**src/display_config.svh**
```systemverilog
`ifndef DISPLAY_CONFIG_SVH
`define DISPLAY_CONFIG_SVH

////////////////////////////////////////////////////////////
// Video timing for the small simulation mode
////////////////////////////////////////////////////////////

// Horizontal timing in pixel clocks
`define H_ACTIVE 16
`define H_FRONT 2
`define H_SYNC 4
`define H_BACK 2

// Vertical timing in lines
`define V_ACTIVE 12
`define V_FRONT 1
`define V_SYNC 2
`define V_BACK 1

////////////////////////////////////////////////////////////
// Frame buffer geometry
////////////////////////////////////////////////////////////

`define FB_WIDTH 8
`define FB_HEIGHT 6
`define FB_ADDR_WIDTH 6

// Each buffer pixel covers a 2x2 block on screen
`define SCALE_SHIFT 1

`endif

```
**src/display_pkg.sv**
```systemverilog
`default_nettype none

`include "display_config.svh"

package display_pkg;

    localparam int COLOR_WIDTH = 4;
    localparam int ADDR_WIDTH = `FB_ADDR_WIDTH;
    localparam int FB_DEPTH = `FB_WIDTH * `FB_HEIGHT;

    // Coordinate widths inside the buffer
    localparam int FB_X_WIDTH = $clog2(`FB_WIDTH);
    localparam int FB_Y_WIDTH = $clog2(`FB_HEIGHT);

    // One pixel, red in the top bits
    typedef struct packed {
        logic [COLOR_WIDTH-1:0] red;
        logic [COLOR_WIDTH-1:0] green;
        logic [COLOR_WIDTH-1:0] blue;
    } rgb444_t;

    // Buffer write request
    typedef struct packed {
        logic                  en;
        logic [ADDR_WIDTH-1:0] addr;
        rgb444_t               data;
    } fb_write_t;

    // Buffer read request, data follows one clock later
    typedef struct packed {
        logic [ADDR_WIDTH-1:0] addr;
    } fb_read_t;

    // Registered VGA pins, syncs active low
    typedef struct packed {
        logic    hsync;
        logic    vsync;
        rgb444_t rgb;
    } vga_out_t;

endpackage

`default_nettype wire

```
**src/frame_buffer.sv**
```systemverilog
`default_nettype none
`timescale 1ns/1ps

module frame_buffer (
    input  logic                   clk_display,
    input  display_pkg::fb_write_t wr,
    input  display_pkg::fb_read_t  rd,
    output display_pkg::rgb444_t   rd_data
);
    import display_pkg::*;

    // One frame, row after row
    rgb444_t mem [0:FB_DEPTH-1];

    ////////////////////////////////////////////////////////////
    // Write port
    ////////////////////////////////////////////////////////////

    always_ff @(posedge clk_display) begin
        if (wr.en) begin
            mem[wr.addr] <= wr.data;
        end
    end

    ////////////////////////////////////////////////////////////
    // Read port
    ////////////////////////////////////////////////////////////

    // Registered read, data valid the clock after the address
    always_ff @(posedge clk_display) begin
        rd_data <= mem[rd.addr];
    end

    // Address space is 64 entries but only 48 hold pixels
    write_in_range: assert property (
        @(posedge clk_display)
        wr.en |-> (wr.addr < ADDR_WIDTH'(FB_DEPTH))
    ) else $error("frame_buffer write outside the frame at address %0d", wr.addr);

    // Display side is gated to the active window, so reads stay inside too
    read_in_range: assert property (
        @(posedge clk_display)
        rd.addr < ADDR_WIDTH'(FB_DEPTH)
    ) else $error("frame_buffer read outside the frame at address %0d", rd.addr);

endmodule

`default_nettype wire

```
**src/pattern_drawer.sv**
```systemverilog
`default_nettype none
`timescale 1ns/1ps

`include "display_config.svh"

module pattern_drawer (
    input  logic                   clk_display,
    input  logic                   rstn_display,
    input  logic                   draw_ack,
    output display_pkg::fb_write_t draw_wr,
    output logic                   frame_done
);
    import display_pkg::*;

    localparam logic [FB_X_WIDTH-1:0] X_LAST = FB_X_WIDTH'(`FB_WIDTH - 1);
    localparam logic [FB_Y_WIDTH-1:0] Y_LAST = FB_Y_WIDTH'(`FB_HEIGHT - 1);

    typedef enum logic [1:0] {
        ST_IDLE,
        ST_DRAW,
        ST_DONE
    } state_t;

    state_t                 state;
    logic [FB_X_WIDTH-1:0]  x;
    logic [FB_Y_WIDTH-1:0]  y;
    logic [ADDR_WIDTH-1:0]  addr;
    logic [COLOR_WIDTH-1:0] frame_count;
    logic                   last_pixel;

    assign last_pixel = (x == X_LAST) && (y == Y_LAST);

    ////////////////////////////////////////////////////////////
    // Drawing FSM
    ////////////////////////////////////////////////////////////

    always_ff @(posedge clk_display or negedge rstn_display) begin
        if (!rstn_display) begin
            state       <= ST_IDLE;
            x           <= '0;
            y           <= '0;
            addr        <= '0;
            frame_count <= '0;
            frame_done  <= 1'b0;
            draw_wr     <= '0;
        end else begin
            draw_wr.en <= 1'b0;
            case (state)
                // Start of a frame, counters back to the top left
                ST_IDLE: begin
                    x     <= '0;
                    y     <= '0;
                    addr  <= '0;
                    state <= ST_DRAW;
                end
                // One pixel per clock, row by row
                ST_DRAW: begin
                    draw_wr.en         <= 1'b1;
                    draw_wr.addr       <= addr;
                    draw_wr.data.red   <= frame_count;
                    draw_wr.data.green <= COLOR_WIDTH'(x);
                    draw_wr.data.blue  <= COLOR_WIDTH'(y);
                    addr               <= addr + 1'b1;
                    if (x == X_LAST) begin
                        x <= '0;
                        y <= y + 1'b1;
                    end else begin
                        x <= x + 1'b1;
                    end
                    if (last_pixel) begin
                        state <= ST_DONE;
                    end
                end
                // Last write has gone out, hold until the swap
                ST_DONE: begin
                    frame_done <= 1'b1;
                    if (draw_ack) begin
                        frame_done  <= 1'b0;
                        frame_count <= frame_count + 1'b1;
                        state       <= ST_IDLE;
                    end
                end
                default: state <= ST_IDLE;
            endcase
        end
    end

    // Buffer may be on display once frame_done is up
    no_write_when_done: assert property (
        @(posedge clk_display) disable iff (!rstn_display)
        frame_done |-> !draw_wr.en
    ) else $error("pattern_drawer wrote while frame_done was high");

endmodule

`default_nettype wire

```
**src/vga_timing.sv**
```systemverilog
`default_nettype none
`timescale 1ns/1ps

`include "display_config.svh"

module vga_timing (
    input  logic                   clk_display,
    input  logic                   rstn_display,
    output display_pkg::fb_read_t  disp_rd,
    input  display_pkg::rgb444_t   disp_pixel,
    output display_pkg::vga_out_t  vga
);
    import display_pkg::*;

    localparam int H_TOTAL = `H_ACTIVE + `H_FRONT + `H_SYNC + `H_BACK;
    localparam int V_TOTAL = `V_ACTIVE + `V_FRONT + `V_SYNC + `V_BACK;
    localparam int H_SYNC_START = `H_ACTIVE + `H_FRONT;
    localparam int V_SYNC_START = `V_ACTIVE + `V_FRONT;
    localparam int H_CNT_WIDTH = $clog2(H_TOTAL);
    localparam int V_CNT_WIDTH = $clog2(V_TOTAL);

    logic [H_CNT_WIDTH-1:0] h_count;
    logic [V_CNT_WIDTH-1:0] v_count;
    logic                   hsync_n;
    logic                   vsync_n;
    logic                   active;
    logic [FB_X_WIDTH-1:0]  fb_x;
    logic [FB_Y_WIDTH-1:0]  fb_y;
    logic                   hsync_d;
    logic                   vsync_d;
    logic                   active_d;

    ////////////////////////////////////////////////////////////
    // Scan counters
    ////////////////////////////////////////////////////////////

    // Line layout is active, front porch, sync, back porch
    always_ff @(posedge clk_display or negedge rstn_display) begin
        if (!rstn_display) begin
            h_count <= '0;
            v_count <= '0;
        end else if (h_count == H_CNT_WIDTH'(H_TOTAL - 1)) begin
            h_count <= '0;
            if (v_count == V_CNT_WIDTH'(V_TOTAL - 1)) begin
                v_count <= '0;
            end else begin
                v_count <= v_count + 1'b1;
            end
        end else begin
            h_count <= h_count + 1'b1;
        end
    end

    assign hsync_n = !((h_count >= H_SYNC_START) && (h_count < H_SYNC_START + `H_SYNC));
    assign vsync_n = !((v_count >= V_SYNC_START) && (v_count < V_SYNC_START + `V_SYNC));
    assign active = (h_count < `H_ACTIVE) && (v_count < `V_ACTIVE);

    ////////////////////////////////////////////////////////////
    // Buffer addressing
    ////////////////////////////////////////////////////////////

    assign fb_x = FB_X_WIDTH'(h_count >> `SCALE_SHIFT);
    assign fb_y = FB_Y_WIDTH'(v_count >> `SCALE_SHIFT);

    // Address held at zero in blanking
    always_comb begin
        disp_rd.addr = '0;
        if (active) begin
            disp_rd.addr = ADDR_WIDTH'(fb_y * `FB_WIDTH + fb_x);
        end
    end

    ////////////////////////////////////////////////////////////
    // Output alignment
    ////////////////////////////////////////////////////////////

    // Delay stage matches the RAM read latency, then the pin register
    always_ff @(posedge clk_display or negedge rstn_display) begin
        if (!rstn_display) begin
            hsync_d  <= 1'b1;
            vsync_d  <= 1'b1;
            active_d <= 1'b0;
            vga      <= '{hsync: 1'b1, vsync: 1'b1, rgb: '0};
        end else begin
            hsync_d   <= hsync_n;
            vsync_d   <= vsync_n;
            active_d  <= active;
            vga.hsync <= hsync_d;
            vga.vsync <= vsync_d;
            vga.rgb   <= active_d ? disp_pixel : '0;
        end
    end

endmodule

`default_nettype wire

```
**src/buffer_swap_ctrl.sv**
```systemverilog
`default_nettype none
`timescale 1ns/1ps

module buffer_swap_ctrl (
    input  logic                   clk_display,
    input  logic                   rstn_display,
    input  logic                   vsync,
    input  logic                   frame_done,
    output logic                   draw_ack,
    input  display_pkg::fb_write_t draw_wr,
    input  display_pkg::fb_read_t  disp_rd,
    output display_pkg::rgb444_t   disp_pixel,
    output display_pkg::fb_write_t fb_a_wr,
    output display_pkg::fb_write_t fb_b_wr,
    output display_pkg::fb_read_t  fb_a_rd,
    output display_pkg::fb_read_t  fb_b_rd,
    input  display_pkg::rgb444_t   fb_a_data,
    input  display_pkg::rgb444_t   fb_b_data
);
    logic vsync_d;
    logic swap_req;
    logic buffer_select;
    logic rd_select;

    ////////////////////////////////////////////////////////////
    // Swap on the end of the vsync pulse
    ////////////////////////////////////////////////////////////

    // Sync idles high, so no edge is seen right after reset
    assign swap_req = vsync && !vsync_d && frame_done;

    always_ff @(posedge clk_display or negedge rstn_display) begin
        if (!rstn_display) begin
            vsync_d       <= 1'b1;
            buffer_select <= 1'b0;
            draw_ack      <= 1'b0;
            rd_select     <= 1'b0;
        end else begin
            vsync_d   <= vsync;
            draw_ack  <= swap_req;
            rd_select <= buffer_select;
            if (swap_req) begin
                buffer_select <= !buffer_select;
            end
        end
    end

    ////////////////////////////////////////////////////////////
    // Port routing
    ////////////////////////////////////////////////////////////

    // Select 0 shows A and draws into B
    always_comb begin
        fb_a_wr    = draw_wr;
        fb_b_wr    = draw_wr;
        fb_a_wr.en = draw_wr.en && buffer_select;
        fb_b_wr.en = draw_wr.en && !buffer_select;
        fb_a_rd    = '0;
        fb_b_rd    = '0;
        if (buffer_select) begin
            fb_b_rd = disp_rd;
        end else begin
            fb_a_rd = disp_rd;
        end
    end

    // Data returns a clock later, from the buffer that got the address
    assign disp_pixel = rd_select ? fb_b_data : fb_a_data;

    ack_only_when_done: assert property (
        @(posedge clk_display) disable iff (!rstn_display)
        draw_ack |-> frame_done
    ) else $error("draw_ack raised without a finished frame");

endmodule

`default_nettype wire

```
**src/display_top.sv**
```systemverilog
`default_nettype none
`timescale 1ns/1ps

module display_top (
    input  logic                              clk_display,
    input  logic                              rstn_display,
    output logic                              vga_hsync,
    output logic                              vga_vsync,
    output logic [display_pkg::COLOR_WIDTH-1:0] vga_red,
    output logic [display_pkg::COLOR_WIDTH-1:0] vga_green,
    output logic [display_pkg::COLOR_WIDTH-1:0] vga_blue
);
    import display_pkg::*;

    // Drawer side
    fb_write_t draw_wr;
    logic      frame_done;
    logic      draw_ack;

    // Display side
    fb_read_t  disp_rd;
    rgb444_t   disp_pixel;
    vga_out_t  vga;

    // Buffer ports
    fb_write_t fb_a_wr;
    fb_write_t fb_b_wr;
    fb_read_t  fb_a_rd;
    fb_read_t  fb_b_rd;
    rgb444_t   fb_a_data;
    rgb444_t   fb_b_data;

    ////////////////////////////////////////////////////////////
    // Drawing and swap
    ////////////////////////////////////////////////////////////

    pattern_drawer u_drawer (
        .clk_display  (clk_display),
        .rstn_display (rstn_display),
        .draw_ack     (draw_ack),
        .draw_wr      (draw_wr),
        .frame_done   (frame_done)
    );

    buffer_swap_ctrl u_swap (
        .clk_display  (clk_display),
        .rstn_display (rstn_display),
        .vsync        (vga.vsync),
        .frame_done   (frame_done),
        .draw_ack     (draw_ack),
        .draw_wr      (draw_wr),
        .disp_rd      (disp_rd),
        .disp_pixel   (disp_pixel),
        .fb_a_wr      (fb_a_wr),
        .fb_b_wr      (fb_b_wr),
        .fb_a_rd      (fb_a_rd),
        .fb_b_rd      (fb_b_rd),
        .fb_a_data    (fb_a_data),
        .fb_b_data    (fb_b_data)
    );

    ////////////////////////////////////////////////////////////
    // Frame buffers and scan-out
    ////////////////////////////////////////////////////////////

    frame_buffer u_fb_a (
        .clk_display (clk_display),
        .wr          (fb_a_wr),
        .rd          (fb_a_rd),
        .rd_data     (fb_a_data)
    );

    frame_buffer u_fb_b (
        .clk_display (clk_display),
        .wr          (fb_b_wr),
        .rd          (fb_b_rd),
        .rd_data     (fb_b_data)
    );

    vga_timing u_timing (
        .clk_display  (clk_display),
        .rstn_display (rstn_display),
        .disp_rd      (disp_rd),
        .disp_pixel   (disp_pixel),
        .vga          (vga)
    );

    // Pins
    assign vga_hsync = vga.hsync;
    assign vga_vsync = vga.vsync;
    assign vga_red   = vga.rgb.red;
    assign vga_green = vga.rgb.green;
    assign vga_blue  = vga.rgb.blue;

endmodule

`default_nettype wire

```
**config.mk**
```make
export PLATFORM = sky130hd
export DESIGN_NAME = display_top
export DESIGN_NICKNAME = d
export VERILOG_FILES = /design/src/display_pkg.sv /design/src/frame_buffer.sv /design/src/pattern_drawer.sv /design/src/vga_timing.sv /design/src/buffer_swap_ctrl.sv /design/src/display_top.sv
export VERILOG_INCLUDE_DIRS = /design/src
export SDC_FILE = /design/constraint.sdc
export NUM_CORES = 1
export LEC_CHECK = 0
export BUFFER_PORTS_ARGS = -buffer_cell sky130_fd_sc_hd__buf_4
export CELL_PAD_IN_SITES_DETAIL_PLACEMENT = 1
export CELL_PAD_IN_SITES_GLOBAL_PLACEMENT = 1
export CORE_MARGIN = 4
export CORE_UTILIZATION = 50
export DETAILED_ROUTE_END_ITERATION = 16
export GPL_ROUTABILITY_DRIVEN = 0
export GPL_TIMING_DRIVEN = 0
export PLACE_DENSITY_LB_ADDON = 0.1
export SLEW_MARGIN = 20
export SYNTH_ARGS = -nofsm -noshare
export SYNTH_HDL_FRONTEND = slang
export SYNTH_SLANG_ARGS = --single-unit
```
**constraint.sdc**
```tcl
create_clock -name clk_display -period 5.7 [get_ports clk_display]
set_clock_uncertainty 0.15 [all_clocks]
set_input_delay 0.57 -clock clk_display [delete_from_list [all_inputs] [get_ports clk_display]]
set_output_delay 0.57 -clock clk_display [all_outputs]
set_load 0.01 [all_outputs]
```
# Yosys cells after proc, flatten, opt, wreduce, memory -nomap -nowiden
# Memory sizes are Yosys's and may differ from the RTL's. A register that Yosys moved wholly into a read port is not among the register bits.
# Index checks and enable logic that the tools add are counted.
[classes]
n_eq_ne = 9
add_sub_neg = 7
order_cmp = 6
muxes = 21
n_reduce_logical = 17
[op_table]
columns = ["cell", "n"]
rows = [
  ["2-to-1 mux 12 bit", 2],
  ["2-to-1 mux 19 bit", 1],
  ["2-to-1 mux 6 bit", 3],
  ["case mux 3 bit (2 select lines)", 2],
  ["case mux 6 bit (2 select lines)", 1],
  ["less-than comparator 5 bit, second input constant", 2],
  ["adder 4 x 1 -> 4 bit, second input constant", 2],
  ["logical AND 1 bit", 8],
  ["less-than comparator 4 bit, second input constant", 2],
  ["adder 3 x 1 -> 3 bit, second input constant", 2],
  ["adder 6 x 1 -> 6 bit, second input constant", 1],
  ["adder 6 x 3 -> 6 bit", 1],
  ["== test 3 bit, second input constant", 2],
  ["2-to-1 mux 3 bit", 2],
  ["!= test 2 x 1 -> 1 bit, second input constant", 3],
  ["case mux 2 bit (3 select lines)", 1],
  ["AND reduction 2 bit", 3],
  ["adder 5 x 1 -> 5 bit, second input constant", 1],
  ["== test 5 bit, second input constant", 1],
  ["greater-or-equal comparator 5 bit, second input constant", 1],
  ["2-to-1 mux 1 bit", 5],
  ["2-to-1 mux 5 bit", 1],
  ["== test 4 bit, second input constant", 1],
  ["greater-or-equal comparator 4 bit, second input constant", 1],
  ["other kinds (7)", 11],
]
[word_totals]
ramBits = 960
word_cells = 91
n_memories = 2
register_bits = 82
[mem_list]
columns = ["name", "depth", "word_bits", "rd", "rd_ports_with_merged_regs", "wr", "line", "source"]
rows = [
  ["u_fb_a.mem", 48, 10, 1, 1, 1, "frame_buffer.sv:13", "rgb444_t mem [0:FB_DEPTH-1];"],
  ["u_fb_b.mem", 48, 10, 1, 1, 1, "frame_buffer.sv:13", ""],
]

# Longest topological paths before layout
[depth]
ltp_word = 4
mapped_depth = 11

# Hierarchy
# Synthesis repeated with hierarchy kept, for this count alone.
[unflattened]
cells_unflattened = 2590
hier_area_um2 = 49020.8
[modules_own_cells]
columns = ["mod", "area_per_inst_um2", "instances", "cells_per_inst", "seq_area_each_um2"]
rows = [
  ["frame_buffer", 22889.5, 2, 1145, 17536.8],
  ["pattern_drawer", 1530.2, 1, 145, 900.9],
  ["vga_timing", 1038.5, 1, 84, 655.6],
  ["buffer_swap_ctrl", 673.1, 1, 71, 101.3],
]

# Worst setup path before layout
# Ideal clock, no wire load.
[synth_path]
path_type = "register -> register"
start = "register u_swap.buffer_select"
end = "memory u_fb_b.mem[0][0] (netlist name), enable pin"
setup_slack_ps = 3128
required_time_ps = 5174
setup_time_ps = 376
stages_incl_launch_ff = 9
arrival_ps = 2046
cell_sequence = "dfrtp_1 > buf_4 > buf_4 > clkbuf_1 > buf_2 > buf_2 > nor2_1 > nand2_1 > nor2_1"
[synth_via]
elab_chain_len = 4
[synth_rtl]
columns = ["element", "line", "source"]
rows = [
  ["start: declaration", "buffer_swap_ctrl.sv:22", "logic buffer_select;"],
  ["start signal: assignment", "buffer_swap_ctrl.sv:43", "buffer_select <= !buffer_select;"],
  ["zero test 1 bit", "buffer_swap_ctrl.sv:57", "fb_b_wr.en = draw_wr.en && !buffer_select;"],
  ["logical AND 1 bit", "buffer_swap_ctrl.sv:57", ""],
  ["2-to-1 mux 1 bit", "frame_buffer.sv:20", "if (wr.en) begin"],
  ["2-to-1 mux 1 bit (not written as such)", "frame_buffer.sv:21", "mem[wr.addr] <= wr.data;"],
  ["end: declaration", "frame_buffer.sv:13", ""],
]
# No other way between the ends.

# Final worst setup path
[layout_path]
start = "register u_swap.buffer_select"
end = "register, netlist name u_fb_b.rd_data[4]"
[layout_via]
elab_chain_len = 1
[layout_rtl]
columns = ["element", "line", "source"]
rows = [
  ["2-to-1 mux 6 bit", "buffer_swap_ctrl.sv:60", "if (buffer_select) begin"],
]
# No other way between the ends.
# A chain may end at the register's enable or synchronous reset.

==> flow_metrics.py <==
metrics = {
    "global_routing": {
        "antenna_found_initial": 4,
        "grt_usage_pct": 31.49,
        "grt_max_degree": 65,
        "gr-total-overflow": 0,
        "first_global_vias": 28813,
        "grt_pass1_wl_mm": 201.5,
    },
    "clock_network": {
        "cts.htree.levels": 3,
        "cts_buffer_depth": 3,
        "ctsResizeCount": 0,
        "cts_tree": "done",
        "clk_latency_ps": 680,
        "cts_inserted_buffers": 108,
        "cts_sinks": 1044,
        "root_buffer": "clkbuf_16",
        "clk_pin_slew_ps": 60,
        "postCtsSetupBuffers": 0,
    },
    "route": {
        "routed-via-count": 28304,
        "drt_wl_total_mm": 141.7,
        "via_per_inst": 6.599,
        "drtAntennaViolNets": 0,
        "drcViolationCount": 0,
        "wl_per_cell_um": 33.03,
        "drt-initial-drc-count": 3608,
        "firstDrtPassIters": 7,
    },
    "logic_synthesis": {
        "synth_flop_cell": "edfxtp_1",
        "synth_commonest_cells": "960 x edfxtp_1, 350 x nand2_1, 230 x nor2_1",
        "synth_area_leaders": "edfxtp_1 69%, dfrtp_1 3.5%, nand2_1 3.2%, o21ai_0 2.3%, nor2_1 2.1%",
        "synth.avg_cell_area_um2": 13.95,
        "ys_warn_count": 0,
        "synth_seq_cells": 1044,
        "synth_largest_area_cell": "edfxtp_1",
        "synth-edff-count": 960,
        "syn_area_um2": 41700,
        "synth.most_common_cell": "edfxtp_1",
        "syn_inst": 2989,
        "yosysUniqueCellTypes": 78,
        "synth_top_area_share_pct": 69.14,
        "synth_seq_area_share_pct": 73.95,
        "ys_async_sr_fraction_pct": 6.130,
    },
    "finish": {
        "final_cells": 4289,
        "final_nets": 3139,
        "drive_gt1_share_pct": 11.34,
        "areaGrowthSynthToFinish_pct": 12.47,
        "final_area_um2": 46890,
    },
    "worst_setup_path": {
        "start_kind": "flip-flop",
        "reg2reg_slack_ps": 1170,
        "crit_type": "flip-flop to flip-flop",
        "rr_startpoint": "u_swap.buffer_select$_DFFE_PN0P_",
        "cp.required_ps": 6050,
        "rr_worst_depth": 9,
        "timing.rr.end": "u_fb_b.rd_data[4]$_DFF_P_",
        "critPathArrivalTime_ps": 4880,
        "startpoint": "u_swap.buffer_select$_DFFE_PN0P_",
        "worstPathMaxFanout": 10,
        "cp-end-kind": "flip-flop",
    },
    "place": {
        "hpwl_mm": 95.59,
        "port_buffers": 13,
        "dpl-instance-area_um2": 43490,
        "dpl.cell_count": 4085,
    },
    "floorplanning": {
        "die_area_um2": 88080,
        "chipHeight_um": 296.8,
        "ios": 16,
        "die_w_um": 296.8,
        "core_area_um2": 82370,
        "start_util_pct": 50.62,
        "rows": 105,
    },
    "sta": {
        "drv_slew": 0,
        "relSlewSlack_pct": 19.02,
        "report.final.setup_viol": 0,
        "timing.setup.tns_ps": 0,
        "tightestPinTransition_ps": 1215,
        "rsz0062_at_grt": "no",
        "period_needed_ps": 4530,
        "hold_violations": 0,
        "fmax_mhz": 220.8,
        "finalCritPeriodShare_pct": 79.47,
    },
    "power": {
        "ir_worst_vdd_mv": 0.3207,
        "p_leak_nw": 14.86,
        "power_density_nw_per_um2": 321.8,
    },
    "min_path": {
        "hold_depth": 0,
        "hold_path.startpoint": "u_timing.vsync_d$_DFF_PN1_",
        "hp-class": "flip-flop to flip-flop",
        "hold_path_end": "u_timing.vga[12]$_DFF_PN1_",
    },
    "flow_run": {
        "maxCapViolCount": 0,
    },
    "run_status": {
        "status": "complete, no violations",
    },
}
-- timing repair --
action                                  in CTS  in global routing
endpoints found under the setup margin       0                  0
endpoints found under the hold margin       59                  0
hold buffers                                 1                  0
-- metrics by stage --
step / hold WS, ps / power [W] / worst slack [ps] / util [%]
after CTS: 213.0 / 0.01512 / 1265 / 56.89
after global placement: 198.2 / 0.008411 / 1347 / 52.37
after global routing: 217.2 / 0.01545 / 1267 / 56.93
after floorplan: 124.4 / 0.008402 / 3128 / -
after detailed placement: 201.2 / 0.008412 / 1285 / 52.79
final: 209.7 / 0.01509 / 1170 / 56.93
-- critical path, stage by stage (launching register included) --
cell	delay, ps
dfrtp_1	570
buf_4	290
and2_1	470
nand2_2	400
nor2_2	730
clkbuf_1	580
a22oi_1	280
nand4_1	200
a31oi_1	150
a211oi_1	500
-- cells by family (layout without fill, tap and decap cells) --
family | after synthesis | after routing | share of synthesized area, %
XOR/XNOR | 10 | 10 | 0.2100
AND/OR/NAND/NOR | 968 | 968 | 10.73
flip-flops | 1044 | 1044 | 73.95
multiplexers | 89 | 89 | 2.170
adder cells (fa/ha/maj) | 10 | 10 | 0.3001
buffers and inverters | 220 | 448 | 2.458
AO/OA/AOI/OAI | 647 | 647 | 10.17
other | 1 | 3 | 0.008994
-- how the worst max path moves through the flow --
stage	endpoint	slack, ps	cells past startpoint
2_1_floorplan	u_fb_b.mem[0][0]$_DFFE_PP_	3130	8
3_3_place_gp	u_fb_a.mem[42][2]$_DFFE_PP_	1350	0
3_5_place_dp	u_fb_b.rd_data[4]$_DFF_P_	1280	9
4_1_cts	u_fb_b.rd_data[4]$_DFF_P_	1270	9
5_1_grt	u_fb_b.rd_data[4]$_DFF_P_	1270	9
6_report	u_fb_b.rd_data[4]$_DFF_P_	1170	9
-- report_power, final --
group / leakage (nW) / switching [W] / internal [W]
Combinational: 4.37 / 0.0000100 / 0.00000177
Clock: 1.66 / 0.00300 / 0.00384
Sequential: 8.82 / 0 / 0.00824
Total: 14.9 / 0.00301 / 0.0121
-- sequential cells by signal, indices dropped and copies added, names as in the netlist, 4 cells and up --
name,cells
u_timing.h_count,5
u_fb_b.rd_data,10
u_timing.vga,12
u_drawer.draw_wr,17
u_drawer.frame_count,4
u_timing.v_count,4
u_fb_a.rd_data,10
u_drawer.addr,6
u_fb_b.mem,480
u_fb_a.mem,480
-- layout make-up --
type                    instances  area [um^2]
well taps                    1070         1339
clock inverters                70        534.3
plain buffers                 208        984.7
repair buffers                 27        411.6
clock buffers                 131         2830
flip-flops and latches       1044        30870
multi-input cells            1726         9872
diodes                          1        2.502
inverters                      12        46.29
fillers                      7881        35480
-- layout by cell type (no fill, tap or decap), types with 30 or more instances in the layout --
cell type | Yosys | routed
o21ai_0 | 192 | 191
clkbuf_16 | 0 | 109
o211ai_1 | 82 | 82
mux2i_1 | 78 | 78
a21oi_1 | 115 | 115
nor2_1 | 230 | 223
dfrtp_1 | 59 | 49
o22ai_1 | 35 | 35
edfxtp_1 | 960 | 960
clkbuf_1 | 88 | 103
or3_1 | 59 | 59
nand2_1 | 350 | 350
buf_2 | 94 | 94
nor3_1 | 112 | 110
buf_4 | 17 | 30
nand3_1 | 87 | 87
or4_1 | 37 | 37
-- layer usage --
| metal | up-vias | routed length [um] | global-route usage (%) |
|---|---|---|---|
| li1 | 11785 | - | - |
| met1 | 14690 | 56800 | 43.84 |
| met2 | 1506 | 66060 | 49.88 |
| met3 | 323 | 13030 | 6.047 |
| met4 | 0 | 5754 | 11.63 |
| met5 | - | 0 | 0 |
No activity file was read; power rests on OpenSTA's default activity.
